==> config.mk <==
export PLATFORM = sky130hd
export DESIGN_NAME = pipeCore
export DESIGN_NICKNAME = d
export VERILOG_FILES = /design/src/verilog/pipePkg.sv /design/src/verilog/pipeIfs.sv /design/src/verilog/execUnit.sv /design/src/verilog/fetchUnit.sv /design/src/verilog/hazardCtrl.sv /design/src/verilog/instQueue.sv /design/src/verilog/pipeCore.sv
export SDC_FILE = /design/constraint.sdc
export NUM_CORES = 1
export LEC_CHECK = 0
export BUFFER_PORTS_ARGS = -buffer_cell sky130_fd_sc_hd__buf_2
export CORE_ASPECT_RATIO = 0.75
export CORE_MARGIN = 2
export CORE_UTILIZATION = 25
export CTS_BUF_LIST = sky130_fd_sc_hd__clkbuf_8
export CTS_CLUSTER_DIAMETER = 120
export DETAILED_ROUTE_END_ITERATION = 8
export PLACE_DENSITY = 0.43
export SLEW_MARGIN = 30
export SYNTH_ARGS = -nofsm -noshare
export SYNTH_HDL_FRONTEND = slang
export SYNTH_SLANG_ARGS = --single-unit
==> constraint.sdc <==
create_clock -name clk -period 11.5 [get_ports clk]
set_input_delay 2.3 -clock clk [delete_from_list [all_inputs] [get_ports clk]]
set_output_delay 2.3 -clock clk [all_outputs]
set_load 0.05 [all_outputs]
==> src/verilog/pipePkg.sv <==
package pipePkg;

    ////////////////////////////////////////////////////////////////////////////
    // Widths and sizes
    ////////////////////////////////////////////////////////////////////////////
    localparam int xlen = 16;                           // Data and register width.
    localparam int pcWidth = 16;                        // Word addresses.
    localparam int instWidth = 16;
    localparam int regCount = 8;
    localparam int regIdxWidth = $clog2(regCount);
    localparam int queueDepth = 8;
    localparam int queuePtrWidth = $clog2(queueDepth);
    localparam int queueHighMark = 6;                   // Leaves room for one fetch in flight.
    localparam int mulLatency = 3;                      // Cycles a MUL holds E.
    localparam int mulCntWidth = $clog2(mulLatency);

    localparam logic [pcWidth-1:0] trapVector = 16'h00F0;

    ////////////////////////////////////////////////////////////////////////////
    // Opcodes, anything else is illegal
    ////////////////////////////////////////////////////////////////////////////
    localparam logic [3:0] opAddi = 4'h1;               // rd = rs + imm.
    localparam logic [3:0] opAdd = 4'h2;                // rd = rs + r[imm[2:0]].
    localparam logic [3:0] opMul = 4'h3;                // rd = rs * r[imm[2:0]].
    localparam logic [3:0] opLoad = 4'h4;               // rd = mem[rs + imm].
    localparam logic [3:0] opBeqz = 4'h5;               // if rs == 0, pc += 1 + offset.

    typedef struct packed {
        logic [3:0] opcode;
        logic [regIdxWidth-1:0] rd;
        logic [regIdxWidth-1:0] rs;
        logic [5:0] imm;
    } aluFmt;

    typedef struct packed {
        logic [3:0] opcode;
        logic [regIdxWidth-1:0] rs;
        logic [8:0] offset;                             // Signed, in words.
    } brFmt;

    typedef union packed {
        aluFmt alu;
        brFmt br;
    } instWord;

    typedef struct packed {
        logic [pcWidth-1:0] pc;
        instWord inst;
    } queueEntry;

endpackage
==> src/verilog/pipeIfs.sv <==
interface hazardIf;
    // Requests.
    logic iWait;
    logic dWait;
    logic eWait;
    logic overflowQ;
    logic branchM;
    logic excpM;
    logic excpW;

    // Commands.
    logic stallF;
    logic flushF2;
    logic stallD;
    logic flushD;
    logic flushQue;
    logic stallE;
    logic flushE;
    logic flushM;
    logic flushW;

    modport ctrl (
        input iWait, dWait, eWait, overflowQ, branchM, excpM, excpW,
        output stallF, flushF2, stallD, flushD, flushQue, stallE, flushE, flushM, flushW
    );
    modport fetch (
        output iWait,
        input stallF, flushF2, branchM, excpM, excpW
    );
    modport exec (
        output dWait, eWait, branchM, excpM, excpW,
        input stallD, flushD, flushQue, stallE, flushE, flushM, flushW
    );
endinterface

interface queueIf import pipePkg::*; ();
    logic push;
    queueEntry pushEntry;
    logic pop;
    queueEntry popEntry;
    logic empty;
    logic overflow;                                     // Level, occupancy at the high mark.

    modport producer (output push, pushEntry);
    modport buffer (input push, pushEntry, pop, output popEntry, empty, overflow);
    modport consumer (output pop, input popEntry, empty);
endinterface

==> src/verilog/execUnit.sv <==
module execUnit import pipePkg::*; (
    input logic clk,
    input logic rstN,
    hazardIf.exec hz,
    queueIf.consumer q,
    output logic [pcWidth-1:0] redirectPc,
    output logic dmemReq,
    output logic [xlen-1:0] dmemAddr,
    input logic dmemValid,
    input logic [xlen-1:0] dmemData,
    input logic dmemErr,
    output logic retireValid,
    output logic [pcWidth-1:0] retirePc,
    output logic [regIdxWidth-1:0] retireRd,
    output logic [xlen-1:0] retireData,
    output logic retireWe,
    output logic trapTaken
);
    logic [xlen-1:0] regFile [regCount];

    logic dValid;
    queueEntry dEntry;
    logic issue;

    logic eValid;
    logic [pcWidth-1:0] ePc;
    instWord eInst;
    logic [xlen-1:0] eA;
    logic [xlen-1:0] eB;
    logic [xlen-1:0] eResult;
    logic [mulCntWidth-1:0] mulCnt;                     // Multiply cycles left.

    logic mValid;
    logic mReqSent;
    logic [pcWidth-1:0] mPc;
    instWord mInst;
    logic [xlen-1:0] mA;
    logic [xlen-1:0] mResult;
    logic mIsLoad;
    logic mWrites;
    logic mDone;

    logic wValid;
    logic wErr;
    logic wWe;
    logic [pcWidth-1:0] wPc;
    logic [regIdxWidth-1:0] wRd;
    logic [xlen-1:0] wData;

    ////////////////////////////////////////////////////////////////////////////
    // D stage, one instruction in flight past D
    ////////////////////////////////////////////////////////////////////////////
    assign issue = dValid && !hz.stallD && !eValid && !mValid && !wValid;
    assign q.pop = !q.empty && (!dValid || issue) && !hz.stallD && !hz.flushD;

    ////////////////////////////////////////////////////////////////////////////
    // E stage
    ////////////////////////////////////////////////////////////////////////////
    always_comb begin
        case (eInst.alu.opcode)
            opAddi, opLoad: eResult = eA + {{(xlen - 6){eInst.alu.imm[5]}}, eInst.alu.imm};
            opAdd: eResult = eA + eB;
            opMul: eResult = eA * eB;                   // Low half kept.
            default: eResult = '0;
        endcase
    end

    assign hz.eWait = eValid && (mulCnt != '0);

    ////////////////////////////////////////////////////////////////////////////
    // M stage, branch, illegal opcode and load request
    ////////////////////////////////////////////////////////////////////////////
    assign mIsLoad = (mInst.alu.opcode == opLoad);
    assign mWrites = (mInst.alu.opcode == opAddi) || (mInst.alu.opcode == opAdd)
                     || (mInst.alu.opcode == opMul) || mIsLoad;
    assign mDone = !mIsLoad || dmemValid;

    assign hz.branchM = mValid && (mInst.br.opcode == opBeqz) && (mA == '0);
    assign hz.excpM = mValid && !mWrites && (mInst.br.opcode != opBeqz);
    assign hz.dWait = mValid && mIsLoad && !dmemValid;
    assign hz.excpW = wValid && wErr;

    assign dmemReq = mValid && mIsLoad && !mReqSent;
    assign dmemAddr = mResult;

    assign redirectPc = (hz.excpM || hz.excpW) ? trapVector
                      : mPc + pcWidth'(1) + {{(pcWidth - 9){mInst.br.offset[8]}}, mInst.br.offset};

    // W stage drives the retire port.
    assign retireValid = wValid && !wErr;
    assign retirePc = wPc;
    assign retireRd = wRd;
    assign retireData = wData;
    assign retireWe = wWe;
    assign trapTaken = hz.excpM || hz.excpW;

    always_ff @(posedge clk) begin
        if (!rstN) begin
            dValid <= 1'b0;
            eValid <= 1'b0;
            mulCnt <= '0;
            mValid <= 1'b0;
            mReqSent <= 1'b0;
            wValid <= 1'b0;
        end else begin
            if (hz.flushD) begin
                dValid <= 1'b0;
            end else if (q.pop) begin
                dValid <= 1'b1;
            end else if (issue) begin
                dValid <= 1'b0;
            end

            if (hz.flushE) begin
                eValid <= 1'b0;
                mulCnt <= '0;
            end else if (hz.stallE) begin
                if (mulCnt != '0) begin
                    mulCnt <= mulCnt - mulCntWidth'(1);
                end
            end else begin
                eValid <= issue;
                mulCnt <= (issue && dEntry.inst.alu.opcode == opMul)
                          ? mulCntWidth'(mulLatency - 1) : '0;
            end

            if (hz.flushM) begin
                mValid <= 1'b0;
                mReqSent <= 1'b0;
            end else if (hz.dWait) begin
                mReqSent <= 1'b1;                       // Load waits in M.
            end else begin
                mValid <= eValid;
                mReqSent <= 1'b0;
            end

            wValid <= mValid && mDone && !hz.excpM && !hz.flushW;
        end
    end

    always_ff @(posedge clk) begin
        if (q.pop) begin
            dEntry <= q.popEntry;
        end
        if (issue) begin
            ePc <= dEntry.pc;
            eInst <= dEntry.inst;
            // BEQZ keeps rs where the ALU format has rd.
            eA <= regFile[(dEntry.inst.br.opcode == opBeqz) ? dEntry.inst.br.rs
                                                            : dEntry.inst.alu.rs];
            eB <= regFile[dEntry.inst.alu.imm[regIdxWidth-1:0]];
        end
        if (!hz.dWait) begin
            mPc <= ePc;
            mInst <= eInst;
            mA <= eA;
            mResult <= eResult;
        end
        wPc <= mPc;
        wRd <= mWrites ? mInst.alu.rd : '0;
        wData <= mIsLoad ? dmemData : mResult;
        wWe <= mWrites;
        wErr <= mIsLoad && dmemErr;
    end

    always_ff @(posedge clk) begin
        if (!rstN) begin
            for (int i = 0; i < regCount; i++) begin
                regFile[i] <= '0;
            end
        end else if (retireValid && wWe) begin
            regFile[wRd] <= wData;
        end
    end
endmodule

==> src/verilog/fetchUnit.sv <==
module fetchUnit import pipePkg::*; (
    input logic clk,
    input logic rstN,
    hazardIf.fetch hz,
    queueIf.producer q,
    input logic [pcWidth-1:0] redirectPc,
    output logic imemReq,
    output logic [pcWidth-1:0] imemAddr,
    input logic imemValid,
    input logic [instWidth-1:0] imemData
);
    logic [pcWidth-1:0] pc;                             // Next address to fetch.
    logic [pcWidth-1:0] reqPc;                          // Address of the open request.
    logic outstanding;
    logic stale;                                        // Open request is on a dead path.
    logic redirect;

    assign redirect = hz.flushF2 && (hz.branchM || hz.excpM || hz.excpW);

    assign hz.iWait = outstanding && !imemValid;

    // One request at a time, none on a redirect cycle.
    assign imemReq = !outstanding && !hz.stallF && !redirect;
    assign imemAddr = pc;

    assign q.push = imemValid && !hz.flushF2 && !stale;
    assign q.pushEntry = {reqPc, imemData};

    always_ff @(posedge clk) begin
        if (!rstN) begin
            pc <= '0;
            outstanding <= 1'b0;
            stale <= 1'b0;
        end else begin
            if (redirect) begin
                pc <= redirectPc;
            end else if (imemReq) begin
                pc <= pc + pcWidth'(1);
            end

            if (imemReq) begin
                outstanding <= 1'b1;
            end else if (imemValid) begin
                outstanding <= 1'b0;
            end

            if (redirect && hz.iWait) begin
                stale <= 1'b1;                          // Answer still on its way.
            end else if (imemValid) begin
                stale <= 1'b0;
            end
        end
    end

    always_ff @(posedge clk) begin
        if (imemReq) begin
            reqPc <= pc;
        end
    end
endmodule

==> src/verilog/hazardCtrl.sv <==
module hazardCtrl (
    input logic clk,
    input logic rstN,
    hazardIf.ctrl hz
);
    logic branchPending;                                // Taken branch met an open fetch.
    logic branchPendingNxt;

    always_ff @(posedge clk) begin
        if (!rstN) begin
            branchPending <= 1'b0;
        end else begin
            branchPending <= branchPendingNxt;
        end
    end

    ////////////////////////////////////////////////////////////////////////////
    // Fixed priority: exception, branch, dWait, eWait, overflow, iWait
    ////////////////////////////////////////////////////////////////////////////
    always_comb begin
        hz.stallF = 1'b0;
        hz.flushF2 = 1'b0;
        hz.stallD = 1'b0;
        hz.flushD = 1'b0;
        hz.flushQue = 1'b0;
        hz.stallE = 1'b0;
        hz.flushE = 1'b0;
        hz.flushM = 1'b0;
        hz.flushW = 1'b0;
        branchPendingNxt = branchPending;

        if (hz.excpM || hz.excpW) begin
            hz.flushF2 = 1'b1;
            hz.flushD = 1'b1;
            hz.flushQue = 1'b1;
            hz.flushE = 1'b1;
            hz.flushM = 1'b1;
            hz.flushW = hz.excpW;                       // Load error sits in W.
        end else if (hz.branchM) begin
            hz.flushF2 = 1'b1;
            hz.flushD = 1'b1;
            hz.flushQue = 1'b1;
            hz.flushE = 1'b1;
            hz.flushM = 1'b1;
            if (hz.iWait) begin
                hz.stallF = 1'b1;
                branchPendingNxt = 1'b1;                // Drop the late response.
            end
        end else if (hz.dWait) begin
            hz.stallF = 1'b1;
            hz.stallD = 1'b1;
            hz.stallE = 1'b1;
        end else if (hz.eWait) begin
            hz.stallF = 1'b1;
            hz.stallD = 1'b1;
            hz.stallE = 1'b1;
            hz.flushM = 1'b1;                           // Bubble into M.
        end else if (hz.overflowQ) begin
            hz.stallF = 1'b1;                           // Fetch only.
        end else if (hz.iWait) begin
            hz.stallF = 1'b1;
            hz.flushF2 = 1'b1;
        end

        // Stale fetch has returned, clear what it may have left behind.
        if (!(hz.iWait || hz.eWait) && branchPending) begin
            hz.flushF2 = 1'b1;
            hz.flushD = 1'b1;
            branchPendingNxt = 1'b0;
        end
    end
endmodule

==> src/verilog/instQueue.sv <==
module instQueue import pipePkg::*; (
    input logic clk,
    input logic rstN,
    queueIf.buffer q,
    hazardIf.exec hz
);
    queueEntry mem [queueDepth];
    logic [queuePtrWidth-1:0] wrPtr;
    logic [queuePtrWidth-1:0] rdPtr;
    logic [queuePtrWidth:0] count;
    logic doPush;
    logic doPop;

    assign doPush = q.push && (count < (queuePtrWidth + 1)'(queueDepth));
    assign doPop = q.pop && !q.empty;

    assign q.empty = (count == '0);
    assign q.overflow = (count >= (queuePtrWidth + 1)'(queueHighMark));
    assign q.popEntry = mem[rdPtr];

    always_ff @(posedge clk) begin
        if (!rstN) begin
            wrPtr <= '0;
            rdPtr <= '0;
            count <= '0;
        end else if (hz.flushQue) begin
            wrPtr <= '0;                                // Empty in one cycle.
            rdPtr <= '0;
            count <= '0;
        end else begin
            if (doPush) begin
                wrPtr <= wrPtr + queuePtrWidth'(1);
            end
            if (doPop) begin
                rdPtr <= rdPtr + queuePtrWidth'(1);
            end
            case ({doPush, doPop})
                2'b10: count <= count + (queuePtrWidth + 1)'(1);
                2'b01: count <= count - (queuePtrWidth + 1)'(1);
                default: count <= count;
            endcase
        end
    end

    always_ff @(posedge clk) begin
        if (doPush) begin
            mem[wrPtr] <= q.pushEntry;
        end
    end
endmodule

==> src/verilog/pipeCore.sv <==
module pipeCore import pipePkg::*; (
    input logic clk,
    input logic rstN,

    // Instruction memory.
    output logic imemReq,
    output logic [pcWidth-1:0] imemAddr,
    input logic imemValid,
    input logic [instWidth-1:0] imemData,

    // Data memory.
    output logic dmemReq,
    output logic [xlen-1:0] dmemAddr,
    input logic dmemValid,
    input logic [xlen-1:0] dmemData,
    input logic dmemErr,

    // Retire port.
    output logic retireValid,
    output logic [pcWidth-1:0] retirePc,
    output logic [regIdxWidth-1:0] retireRd,
    output logic [xlen-1:0] retireData,
    output logic retireWe,
    output logic trapTaken
);
    hazardIf hz ();
    queueIf q ();
    logic [pcWidth-1:0] redirectPc;                     // Branch target or trap vector.

    assign hz.overflowQ = q.overflow;

    hazardCtrl i_hazardCtrl (
        .clk(clk),
        .rstN(rstN),
        .hz(hz)
    );

    fetchUnit i_fetchUnit (
        .clk(clk),
        .rstN(rstN),
        .hz(hz),
        .q(q),
        .redirectPc(redirectPc),
        .imemReq(imemReq),
        .imemAddr(imemAddr),
        .imemValid(imemValid),
        .imemData(imemData)
    );

    instQueue i_instQueue (
        .clk(clk),
        .rstN(rstN),
        .q(q),
        .hz(hz)
    );

    execUnit i_execUnit (
        .clk(clk),
        .rstN(rstN),
        .hz(hz),
        .q(q),
        .redirectPc(redirectPc),
        .dmemReq(dmemReq),
        .dmemAddr(dmemAddr),
        .dmemValid(dmemValid),
        .dmemData(dmemData),
        .dmemErr(dmemErr),
        .retireValid(retireValid),
        .retirePc(retirePc),
        .retireRd(retireRd),
        .retireData(retireData),
        .retireWe(retireWe),
        .trapTaken(trapTaken)
    );
endmodule

---- After elaboration in Yosys (flattened, before gate mapping) ----
Memories as Yosys holds them, arrays and structs flattened. A register that Yosys moved wholly into a read port is not among the register bits.
Cells that the tools add are included.
storage, ports and cells
  input bits .............................. 37
  memories ................................ 2
  memory bits (writable) .................. 384
  register bits after elaboration ......... 185
operators by class
  add/subtract/negate cells ............... 10
  equality and inequality tests ........... 15
  $lt $le $gt $ge ......................... 2
  bitwise operators ....................... 2
  reductions and logical operators ........ 78
  multiply operators ...................... 1
  muxes and demuxes ....................... 48
memories
  name                words  bits a word  read ports  clocked after Yosys merged registers in  write ports  line            text
  i_instQueue.mem     8      32           1           1                                        1            instQueue.sv:7  queueEntry mem [queueDepth];
  i_execUnit.regFile  8      16           2           2                                        8            execUnit.sv:19  logic [xlen-1:0] regFile [regCount];
operators by type and width
  cell                   count
  $mux 16                5
  $add 16x16->16         3
  $pmux 16 s3            1
  $mux 1                 36
  $logic_and 1x1->1      33
  $add 16x1->16 const B  2
  $logic_not 1->1        21
  $eq 4x2->1 const B     5
  $eq 4x3->1 const B     4
  $logic_not 16->1       1
  $mul 16x16->16         1
  $reduce_or 16->1       1
  $reduce_bool 2->1      6
  $reduce_or 2->1        5
  $logic_or 1x1->1       9
  $eq 4x1->1 const B     2
  $pmux 4 s2             1
  $add 3x1->3 const B    2
  $mux 2                 3
  $mux 3                 2
  $add 4x1->4 const B    1
  $ge 4x3->1 const B     1
  $logic_not 4->1        1
  $lt 4x4->1 const B     1
  other kinds (8)        9

---- Logic depth before layout (Yosys ltp) ----
Gate-level depths: netlist of the first run.
  depth in word-level cells ............... 21
  mapped depth ............................ 21

---- Least setup slack after synthesis of the first run ----
OpenSTA, ideal clock, no wires.
  path type ............................... register to register
  from .................................... reg i_execUnit.eValid
  to ...................................... reg i_execUnit.dEntry[0] (netlist name)
  setup slack ............................. 0.074 ns
  data arrival time ....................... 10.925 ns
  cell stages (with the launch flop) ...... 4
  required time ........................... 10.999 ns
  buffers on the path ..................... 0
  cells stage by stage .................... dfxtp_1 nor4b_1 nor2b_1 nor4_1
on the way
  longest elaborated chain between the ends .. 14
RTL lines
  what                               line              text
  from (decl)                        execUnit.sv:25    logic eValid;
  from (signal assigned)             execUnit.sv:122   eValid <= issue;
  $logic_and 1x1->1                  execUnit.sv:68    assign hz.eWait = eValid && (mulCnt != '0);
  $mux 1                             hazardCtrl.sv:53  end else if (hz.eWait) begin
  $mux 1                             hazardCtrl.sv:49  end else if (hz.dWait) begin
  $mux 1                             hazardCtrl.sv:39  end else if (hz.branchM) begin
  $mux 1                             hazardCtrl.sv:32  if (hz.excpM || hz.excpW) begin
  $logic_not 1->1                    execUnit.sv:53    assign issue = dValid && !hz.stallD && !eValid && !mValid && !wValid;
  $logic_and 1x1->1                  execUnit.sv:53
  $logic_and 1x1->1 * (3 in series)  execUnit.sv:53
  net i_execUnit.issue               execUnit.sv:23    logic issue;
  $logic_or 1x1->1 *                 execUnit.sv:54    assign q.pop = !q.empty && (!dValid || issue) && !hz.stallD && !hz.flushD;
  $logic_and 1x1->1 * (3 in series)  execUnit.sv:54
  net i_execUnit.q.pop               pipeIfs.sv:46     modport consumer (output pop, input popEntry, empty);
The timed path passes the listed nets; every way through them passes the cells marked *.
A chain may end at the register's enable or synchronous reset.

---- Worst setup path after layout of the first run ----
  from .................................... in dmemValid
  to ...................................... out imemReq
on the way
  longest elaborated chain between the ends .. 9
RTL lines
  what                 line              text
  from (decl)          pipeCore.sv:14    input logic dmemValid,
  $logic_not 1->1 *    execUnit.sv:80    assign hz.dWait = mValid && mIsLoad && !dmemValid;
  $logic_and 1x1->1 *  execUnit.sv:80
  $mux 1               hazardCtrl.sv:49
  $mux 1               hazardCtrl.sv:39
  $mux 1               hazardCtrl.sv:32
  $mux 1               hazardCtrl.sv:66  if (!(hz.iWait || hz.eWait) && branchPending) begin
  $logic_and 1x1->1    fetchUnit.sv:18   assign redirect = hz.flushF2 && (hz.branchM || hz.excpM || hz.excpW);
  $logic_not 1->1      fetchUnit.sv:23   assign imemReq = !outstanding && !hz.stallF && !redirect;
  $logic_and 1x1->1 *  fetchUnit.sv:23
  to (decl)            pipeCore.sv:6     output logic imemReq,
Every way passes the cells marked *; elsewhere a longest branch is shown, timed or not.

==> results.sh, run 1 <==
export IMPL_cts_root_buffer="clkbuf_8"
export IMPL_end_kind="primary output"
export IMPL_synth_top_area_share_pct=55.82
export IMPL_yosys_cell_types_count=69
export IMPL_core_area_um2=119700
export IMPL_outcome="complete, no violations"
export IMPL_syn_avg_cell_area_um2=15.32
export IMPL_worstPathRequired_ns=9.20
export IMPL_cts_max_level=3
export IMPL_worst_clock_skew_ns=0.06837
export IMPL_final_min_clock_period_ns=6.306
export IMPL_numCtsBuffers=102
export IMPL_cp_arrival_ns=4.01
export IMPL_nFillCells=12036
export IMPL_syn_to_final_growth_pct=15.83
export IMPL_grt_overflow=0
export IMPL_path_class="in2out"
export IMPL_fin_util_pct=29.14
export IMPL_seq_area_um2=18280
export IMPL_crit_buf_inv=2
export IMPL_syn_area_um2=30120
export IMPL_max_freq_mhz=158.6
export IMPL_ys_seq_area_share_pct=60.67
export IMPL_met1_length_mm=41.37
export IMPL_synth_edf_count=560
export IMPL_die_y_um=304.6
export IMPL_wl_mm=88.42
export IMPL_cp_max_fo=6
export IMPL_largest_register_ffs=256
export IMPL_drive_gt1_share_pct=23.67
export IMPL_ys_seq_elements=633
export IMPL_setup_slack_ns=5.194
export IMPL_finalHoldViolations=0
export IMPL_ys_warn_count=0
export IMPL_dp_hpwl_mm=56.77
export IMPL_top_register="i_instQueue.mem"
export IMPL_start_util_pct=25.16
export IMPL_ctsHoldBuffers=0
export IMPL_drt_pass1_iterations=5
export IMPL_crit_path_frequent_cell="buf_2"
export IMPL_clock_latency_ns=0.81
export IMPL_io_pins=109
export IMPL_via_per_inst=4.554
export IMPL_synth_area_top_cells="edfxtp_1, mux4_2, fa_1, dfxtp_1, and2_1"
export IMPL_nNetsFinal=2354
export IMPL_fin_setup_tns_ns=0
export IMPL_numClockSinks=633
export IMPL_hold_path_class="reg2reg"
export IMPL_num_rows=110
export IMPL_netlist_instances=1966
export IMPL_multi_input_area_um2=11230
export IMPL_drc=0
export IMPL_wire_per_inst_um=23.26
export IMPL_via_count=17309
export IMPL_dr_wl_met2_mm=39.12
export IMPL_grt_max_degree=67
export IMPL_synth_ff_type="edfxtp_1"
export IMPL_crit_chain="buf_2 -> o32ai_1 -> a211o_1 -> a31o_4 -> nor2_2 -> buf_2"
export IMPL_finalSetupViolCount=0
export IMPL_slew_viol_final=0
export IMPL_top_layer_used="met5"
export IMPL_whs_ns=0.4068
export IMPL_synth_area_leader_cell="edfxtp_1"
export IMPL_min_period_over_period_pct=54.84
export IMPL_cp_start_kind="input port"
export IMPL_max_stage_delay_ns=0.72
export IMPL_grt_pass1_vias=18150
export IMPL_clk_transition_reported_paths_ns=0.06
export IMPL_critPathSlowestCell="o32ai_1"
export IMPL_maxCapViolCount=0
export IMPL_largestRegisters="i_instQueue.mem: 256 flops, i_execUnit.regFile: 128 flops, i_execUnit.dEntry: 32 flops"
export IMPL_die_x_um=404.8
export IMPL_track_usage_pct=14.36
export IMPL_port_buffers=108
export IMPL_gp_congestion=0.8046
export IMPL_worst_pin_slew_ns=1.003
export IMPL_antenna_found_initial=13
export IMPL_cts_resized=0
export IMPL_maxSlewHeadroom_pct=33.08
export IMPL_place_ws_ns=5.210
export IMPL_synth_nets=2172
export IMPL_grt_pass1_wl_mm=127.4
export IMPL_route_met3_wl_mm=5.787
export IMPL_postCtsSetupBuffers=0
export IMPL_synthArstFlopShare_pct=0
export IMPL_cts_tree="yes"
export IMPL_die_area_um2=123300
export IMPL_antenna_left=0
export IMPL_rsz0062_at_grt="no"
export IMPL_clockBufferDepth=3
export IMPL_drt_iter0_drc=1181
export IMPL_crit_family="compound AO/OA/AOI/OAI gates"
[cell usage in the layout (no fill, tap or decap), drive strengths merged, types with 17 or more instances in the layout]
| cell | Yosys | layout |
|---|---|---|
| o21ai | 35 | 35 |
| xnor2 | 50 | 50 |
| buf | 18 | 147 |
| edfxtp | 560 | 560 |
| mux4 | 128 | 128 |
| fa | 83 | 83 |
| nor3 | 17 | 17 |
| inv | 132 | 184 |
| mux2 | 85 | 85 |
| xor2 | 31 | 31 |
| ha | 86 | 86 |
| and2 | 203 | 203 |
| dfxtp | 73 | 73 |
| clkbuf | 51 | 113 |
| nor2 | 77 | 77 |
| nand2 | 131 | 131 |
| a21oi | 40 | 40 |
[cell usage after synthesis (3+ instances only)]
master,number
a211o_1,3
a31oi_1,8
o21ai_0,35
o21a_1,7
a21oi_1,40
clkbuf_1,50
nand2_1,131
nand3_1,12
a22o_1,3
nor2_1,77
and3_1,8
nand2b_1,12
or3_1,5
edfxtp_1,560
a32o_1,3
and2_1,202
a21o_1,9
nor3_1,16
a211oi_1,7
inv_1,132
nand4_1,6
xnor2_1,50
fa_1,83
xor2_1,31
nor2b_1,13
buf_1,14
ha_1,86
o22ai_1,11
mux4_2,128
mux2_2,85
dfxtp_1,73
buf_2,3
nor4_1,7
o31a_1,3
mux2i_1,4
[worst reg2reg max path: cells and delay by family (launching register included)]
| family | cells | cell delay [ns] |
|---|---|---|
| AO/OA/AOI/OAI | 3 | 0.90 |
| flip-flops | 1 | 0.79 |
| AND/OR/NAND/NOR | 2 | 0.39 |
| adder cells (fa/ha/maj) | 7 | 3.42 |
| XOR/XNOR | 1 | 0.18 |
| buffers and inverters | 3 | 0.14 |
[final timing paths]
kind,from,end,slack (ns),cells after the start
setup / recovery,dmemValid,imemReq,5.19,6
setup reg to reg,i_execUnit.eB[1]$_DFFE_PP_,i_execUnit.dmemAddr[14]$_DFFE_PN_,5.35,16
hold / removal,i_execUnit.mPc[7]$_DFFE_PN_,i_execUnit.retirePc[7]$_DFF_P_,0.41,0
hold reg to reg,i_execUnit.mPc[7]$_DFFE_PN_,i_execUnit.retirePc[7]$_DFF_P_,0.41,0
[cell families (layout without fill, tap and decap cells)]
group           Yosys count  count (layout)  synth area share, %
flops                   633             633                60.67
other cells               0               2                    0
simple gates            509             509                8.938
compound gates          156             156                3.460
xor+xnor                 81              81                2.355
mux                     217             217                12.88
buf+inv                 201             466                2.604
fa+ha+maj               169             169                9.088
[area by class of cell]
| cell class | instances | share of cell area, % |
|---|---|---|
| inverters | 132 | 1.420 |
| clock buffers | 113 | 4.457 |
| diodes | 2 | 0.01434 |
| multi-input cells | 1132 | 32.18 |
| flip-flops and latches | 633 | 52.40 |
| repair buffers | 147 | 2.399 |
| well taps | 1568 | 5.623 |
| clock inverters | 74 | 1.510 |
[per-stage QoR]
step / cell area [um2] / cells
2_1_floorplan: 30120 / 1966
3_3_place_gp: 32770 / 3612
3_5_place_dp: 32810 / 3612
4_1_cts: 34890 / 3799
5_1_grt: 34890 / 3801
6_report: 34890 / 3801
[routing by layer]
layer | track usage [%] | up-vias
met5 | 0 | -
met4 | 4.478 | 2
met3 | 3.290 | 135
met2 | 21.54 | 542
met1 | 20.50 | 8995
li1 | - | 7635
Power of run 1 is left out: the tool's default activity adds up to more than one toggle a clock period on the data nets, which glitch-free logic cannot reach.
==> run 2: changes to the inputs <==
--- a/config.mk
+++ b/config.mk
@@ -5,6 +5,7 @@
 export SDC_FILE = /design/constraint.sdc
 export NUM_CORES = 1
 export LEC_CHECK = 0
+export ABC_AREA = 1
 export BUFFER_PORTS_ARGS = -buffer_cell sky130_fd_sc_hd__buf_2
 export CORE_ASPECT_RATIO = 0.75
 export CORE_MARGIN = 2
@@ -12,7 +13,7 @@
 export CTS_BUF_LIST = sky130_fd_sc_hd__clkbuf_8
 export CTS_CLUSTER_DIAMETER = 120
 export DETAILED_ROUTE_END_ITERATION = 8
-export PLACE_DENSITY = 0.43
+export PLACE_DENSITY = 0.42
 export SLEW_MARGIN = 30
 export SYNTH_ARGS = -nofsm -noshare
 export SYNTH_HDL_FRONTEND = slang
==> constraint.sdc (replaced) <==
create_clock -name clk -period 5.9 [get_ports clk]
set_input_delay 1.18 -clock clk [delete_from_list [all_inputs] [get_ports clk]]
set_output_delay 1.18 -clock clk [all_outputs]
set_load 0.05 [all_outputs]
==> results.sh, run 2 <==
export IMPL_syn_area_um2=31220
export IMPL_worst_pin_slew_ns=0.9507
export IMPL_port_buffers=108
export IMPL_wire_per_inst_um=20.27
export IMPL_maxCapViolCount=0
export IMPL_cts_max_level=3
export IMPL_top_register="i_instQueue.mem"
export IMPL_largestRegisters="i_instQueue.mem: 256 flops, i_execUnit.regFile: 128 flops, i_execUnit.dEntry: 32 flops"
export IMPL_numCtsBuffers=109
export IMPL_syn_to_final_growth_pct=15.74
export IMPL_ys_warn_count=0
export IMPL_r2r_cells=19
export IMPL_gp_congestion=0.8627
export IMPL_finalSetupViolCount=0
export IMPL_die_x_um=412.1
export IMPL_ys_seq_elements=633
export IMPL_via_count=22387
export IMPL_max_freq_mhz=180.4
export IMPL_clk_transition_reported_paths_ns=0.06
export IMPL_die_y_um=310.1
export IMPL_core_area_um2=124200
export IMPL_grt_overflow=0
export IMPL_drt_iter0_drc=1646
export IMPL_nNetsFinal=3464
export IMPL_wl_mm=101.2
export IMPL_hold_path_class="reg2reg"
export IMPL_synth_ff_type="edfxtp_1"
export IMPL_dp_hpwl_mm=67.44
export IMPL_worstPathRequired_ns=6.44
export IMPL_finalHoldViolations=0
export IMPL_yosys_cell_types_count=50
export IMPL_r2r_slack_ns=0.36
export IMPL_max_stage_delay_ns=0.55
export IMPL_drive_gt1_share_pct=11.33
export IMPL_io_pins=109
export IMPL_worstHoldStart="i_execUnit.mPc[11]$_DFFE_PN_"
export IMPL_grt_pass1_wl_mm=148.5
export IMPL_path_class="reg2reg"
export IMPL_fin_util_pct=29.11
export IMPL_end_kind="register"
export IMPL_synth_edf_count=560
export IMPL_cp_start_kind="register"
export IMPL_die_area_um2=127800
export IMPL_r2r_end="i_execUnit.dmemAddr[14]$_DFFE_PN_"
export IMPL_fin_setup_tns_ns=0
export IMPL_clockBufferDepth=3
export IMPL_cp_max_fo=10
export IMPL_critPathSlowestCell="fa_1"
export IMPL_grt_pass1_vias=21651
export IMPL_maxSlewHeadroom_pct=36.47
export IMPL_ys_seq_area_share_pct=58.54
export IMPL_cp_arrival_ns=6.08
export IMPL_min_to="i_execUnit.retirePc[11]$_DFF_P_"
export IMPL_drc=0
export IMPL_grt_max_degree=91
export IMPL_start_util_pct=25.15
export IMPL_cts_tree="yes"
export IMPL_final_min_clock_period_ns=5.542
export IMPL_min_period_over_period_pct=93.94
export IMPL_track_usage_pct=15.79
export IMPL_synth_most_common_cell="edfxtp_1"
export IMPL_drt_pass1_iterations=9
export IMPL_clock_latency_ns=0.83
export IMPL_numClockSinks=633
export IMPL_crit_path_frequent_cell="fa_1"
export IMPL_synth_top_area_share_pct=53.86
export IMPL_via_per_inst=4.485
export IMPL_slew_viol_final=0
export IMPL_synth_nets=3306
export IMPL_cts_root_buffer="clkbuf_8"
export IMPL_num_rows=112
export IMPL_syn_avg_cell_area_um2=10.07
export IMPL_final_common_cell="edfxtp_1"
export IMPL_r2r_start="i_execUnit.eA[4]$_DFFE_PP_"
export IMPL_final_cell_mix="edfxtp_1, nor2_1, nand2_1, inv_1, o21ai_0"
export IMPL_antenna_left=0
export IMPL_largest_register_ffs=256
export IMPL_synth_area_leader_cell="edfxtp_1"
export IMPL_synthTopCellsByCount="edfxtp_1, nor2_1, nand2_1, inv_1, o21ai_0"
export IMPL_worst_clock_skew_ns=0.05436
export IMPL_synth_area_top_cells="edfxtp_1, nor2_1, nand2_1, fa_1, inv_1"
export IMPL_nFillCells=13079
export IMPL_hold_path_depth=0
export IMPL_outcome="complete, no violations"
export IMPL_antenna_found_initial=12
export IMPL_netlist_instances=3100
export IMPL_synthArstFlopShare_pct=0
export IMPL_rsz0062_at_grt="no"
export IMPL_crit_chain="buf_4 -> nand2_1 -> fa_1 -> inv_1 -> fa_1 -> fa_1 -> fa_1 -> fa_1 -> inv_1 -> fa_1 -> inv_1 -> ha_1 -> inv_1 -> nor3_2 -> nand3_1 -> o2111ai_1 -> a21oi_1 -> o21ai_0 -> nand2_1"
==> run 2: area by class of cell <==
class	count	area, um2	share of cell area [%]
flip-flops and latches	633	18280	50.59
multi-input cells	1910	10930	30.25
well taps	1653	2068	5.723
clock buffers	126	1734	4.799
inverters	420	1579	4.369
repair buffers	184	1119	3.095
clock inverters	64	416.7	1.153
diodes	2	5.005	0.01385
==> run 2: worst max path at each step <==
stage / from / endpoint / cells past startpoint
6_report: i_execUnit.eA[4]$_DFFE_PP_ / i_execUnit.dmemAddr[14]$_DFFE_PN_ / 19
5_1_grt: i_execUnit.eA[6]$_DFFE_PP_ / i_execUnit.dmemAddr[15]$_DFFE_PN_ / 24
4_1_cts: i_execUnit.eA[4]$_DFFE_PP_ / i_execUnit.dmemAddr[14]$_DFFE_PN_ / 19
3_5_place_dp: i_execUnit.eA[4]$_DFFE_PP_ / i_execUnit.dmemAddr[14]$_DFFE_PN_ / 19
3_3_place_gp: i_execUnit.eA[4]$_DFFE_PP_ / i_execUnit.dmemAddr[14]$_DFFE_PN_ / 19
2_1_floorplan: i_execUnit.mValid$_SDFFE_PP0N_ / i_instQueue.count[3]$_SDFFE_PP0P_ / 15
==> run 2: layer usage <==
layer / up-vias / share of wire [%] / routed length (um) / global-route usage (%)
met1: 10818 / 51 / 51240 / 24.07
met3: 161 / 6.8 / 6925 / 3.817
met5: - / 0.028 / 28 / 0
li1: 10769 / - / - / -
met4: 6 / 2.6 / 2583 / 4.388
met2: 633 / 40 / 40430 / 21.88
==> run 2: cells by family (layout without fill, tap and decap cells) <==
kind of cell / after synthesis / in the layout / synth area share (%)
buf+inv: 557 / 794 / 6.756
fa+ha+maj: 169 / 169 / 8.768
simple gates: 1098 / 1098 / 14.07
compound gates: 622 / 622 / 11.24
other cells: 0 / 2 / 0
flops: 633 / 633 / 58.54
xor+xnor: 17 / 17 / 0.4768
mux: 4 / 4 / 0.1442
==> run 2: repair_timing <==
item,4_1_cts,5_1_grt
hold buffers,0,0
setup endpoints to repair,0,1
resized for setup,0,1
buffers inserted,0,4
==> run 2: worst max-delay path: cells and delay by family (launching register included) <==
kind	cells	cell delay, ns
buffers and inverters	5	0.51
AO/OA/AOI/OAI	3	0.31
AND/OR/NAND/NOR	4	0.55
flip-flops	1	0.53
adder cells (fa/ha/maj)	7	3.34
==> run 2: stage by stage <==
stage / std cells / setup WS (ns) / hold WS, ns / instance area (um2)
2_1_floorplan: 3100 / 0.2023 / 0.3480 / 31230
3_3_place_gp: 4795 / 0.2529 / 0.3825 / 33930
3_5_place_dp: 4796 / 0.2930 / 0.3867 / 33940
4_1_cts: 4986 / 0.2662 / 0.3856 / 36090
5_1_grt: 4992 / 0.007812 / 0.4030 / 36140
6_report: 4992 / 0.3578 / 0.3912 / 36140
Power of run 2 is left out for the same reason.
==> run 3: changes to the inputs <==
==> constraint.sdc (replaced) <==
create_clock -name clk -period 5.9 [get_ports clk]
set_input_delay 0.59 -clock clk [delete_from_list [all_inputs] [get_ports clk]]
set_output_delay 0.59 -clock clk [all_outputs]
set_load 0.05 [all_outputs]
==> results.sh, run 3 (synthesized netlist as in run 2, its figures left out) <==
export IMPL_final_cell_area_um2=36240
export IMPL_drc=0
export IMPL_seq_area_um2=18280
export IMPL_final_common_cell="edfxtp_1"
export IMPL_clockBufferDepth=3
export IMPL_track_usage_pct=15.87
export IMPL_wl_mm=101.1
export IMPL_worst_pin_slew_ns=0.9764
export IMPL_largest_register_ffs=256
export IMPL_clock_latency_ns=0.82
export IMPL_dpl_instance_area_um2=33890
export IMPL_hold_path_class="in2reg"
export IMPL_numCtsBuffers=110
export IMPL_max_freq_mhz=179.4
export IMPL_die_y_um=310.1
export IMPL_maxSlewHeadroom_pct=34.90
export IMPL_largestRegisters="i_instQueue.mem: 256 flops, i_execUnit.regFile: 128 flops, i_execUnit.dEntry: 32 flops"
export IMPL_drt_pass1_iterations=5
export IMPL_postCtsSetupBuffers=0
export IMPL_die_area_um2=127800
export IMPL_max_stage_delay_ns=0.60
export IMPL_critPathSlowestCell="edfxtp_1"
export IMPL_dp_hpwl_mm=66.61
export IMPL_gp_congestion=0.8606
export IMPL_via_per_inst=4.479
export IMPL_r2r_slack_ns=0.33
export IMPL_finalSetupViolCount=0
export IMPL_via_count=22504
export IMPL_core_area_um2=124200
export IMPL_grt_max_degree=91
export IMPL_wire_per_inst_um=20.13
export IMPL_cts_max_level=3
export IMPL_grt_pass1_wl_mm=149.8
export IMPL_num_rows=112
export IMPL_maxCapViolCount=0
export IMPL_top_register="i_instQueue.mem"
export IMPL_crit_chain="nand2_1 -> inv_1 -> fa_1 -> inv_1 -> fa_1 -> inv_1 -> fa_1 -> fa_1 -> fa_1 -> inv_1 -> fa_1 -> inv_1 -> ha_1 -> inv_1 -> nor3_1 -> nand3_1 -> o2111ai_1 -> a21oi_1 -> o21ai_0 -> nand2_1"
export IMPL_drt_iter0_drc=1762
export IMPL_grt_overflow=0
export IMPL_numClockSinks=633
export IMPL_worst_clock_skew_ns=0.06696
export IMPL_die_x_um=412.1
export IMPL_cp_arrival_ns=6.12
export IMPL_antenna_found_initial=15
export IMPL_clk_transition_reported_paths_ns=0.06
export IMPL_end_kind="register"
export IMPL_worstPathRequired_ns=6.44
export IMPL_nFillCells=13048
export IMPL_syn_to_final_growth_pct=16.06
export IMPL_min_period_over_period_pct=94.49
export IMPL_cts_tree="yes"
export IMPL_outcome="complete, no violations"
export IMPL_cp_max_fo=10
export IMPL_nNetsFinal=3480
export IMPL_final_cell_mix="edfxtp_1, nor2_1, inv_1, nand2_1, o21ai_0"
export IMPL_cp_start_kind="register"
export IMPL_grt_pass1_vias=21962
export IMPL_cts_root_buffer="clkbuf_8"
export IMPL_io_pins=109
export IMPL_start_util_pct=25.15
export IMPL_fin_setup_tns_ns=0
export IMPL_path_class="reg2reg"
export IMPL_antenna_left=0
export IMPL_final_min_clock_period_ns=5.575
export IMPL_multi_input_area_um2=10950
export IMPL_drive_gt1_share_pct=10.78
export IMPL_port_buffers=108
export IMPL_rsz0062_at_grt="no"
export IMPL_finalHoldViolations=0
export IMPL_slew_viol_final=0
## run 3: area by class of cell
class / count / area share (%)
antenna: 5 / 0.03453
clock buffer: 114 / 4.330
clock inverter: 90 / 1.340
inverter: 420 / 4.357
multi-input combinational: 1910 / 30.21
sequential: 633 / 50.45
tap: 1653 / 5.707
timing repair buffer: 199 / 3.570
## run 3: timing repair
item | in CTS | in global routing
gates resized for setup | 0 | 1
endpoints found under the hold margin | 128 | 0
endpoints found under the setup margin | 0 | 1
hold buffers | 28 | 0
## run 3: final timing paths
check                               from                                end  depth (start not counted)
max           i_execUnit.eA[9]$_DFFE_PP_  i_execUnit.dmemAddr[14]$_DFFE_PN_                         20
min                          imemData[4]    i_instQueue.mem[3][4]$_DFFE_PP_                          1
min reg2reg  i_execUnit.ePc[1]$_DFFE_PP_        i_execUnit.mPc[1]$_DFFE_PN_                          0
max reg2reg   i_execUnit.eA[9]$_DFFE_PP_  i_execUnit.dmemAddr[14]$_DFFE_PN_                         20
## run 3: stage by stage
step                      hold slack (ns)  utilization [%]  std cells  worst slack [ns]
after floorplan                    0.3480                -       3100            0.2023
after global placement             0.3795            27.28       4787            0.2634
after detailed placement           0.3901            27.29       4787            0.3277
after CTS                         0.06742            29.18       5019            0.2980
after global routing              0.09855            29.18       5022         0.0009970
final                              0.1375            29.19       5024            0.3253
## run 3: metal layers
layer  wire (um)  vias to the layer above  track usage (%)
li1            -                    10830                -
met1       50990                    10957            23.94
met2       41310                      540            22.24
met3        6433                      159            4.156
met4        2305                       18            3.981
met5          99                        -                0
## run 3: worst max-delay path: cells and delay by family, from the launching register on
kind / cells / cell delay (ns)
fa+ha+maj: 7 / 3.37
simple gates: 4 / 0.66
flops: 1 / 0.60
buf+inv: 6 / 0.36
compound gates: 3 / 0.33
Power of run 3 is left out for the same reason.
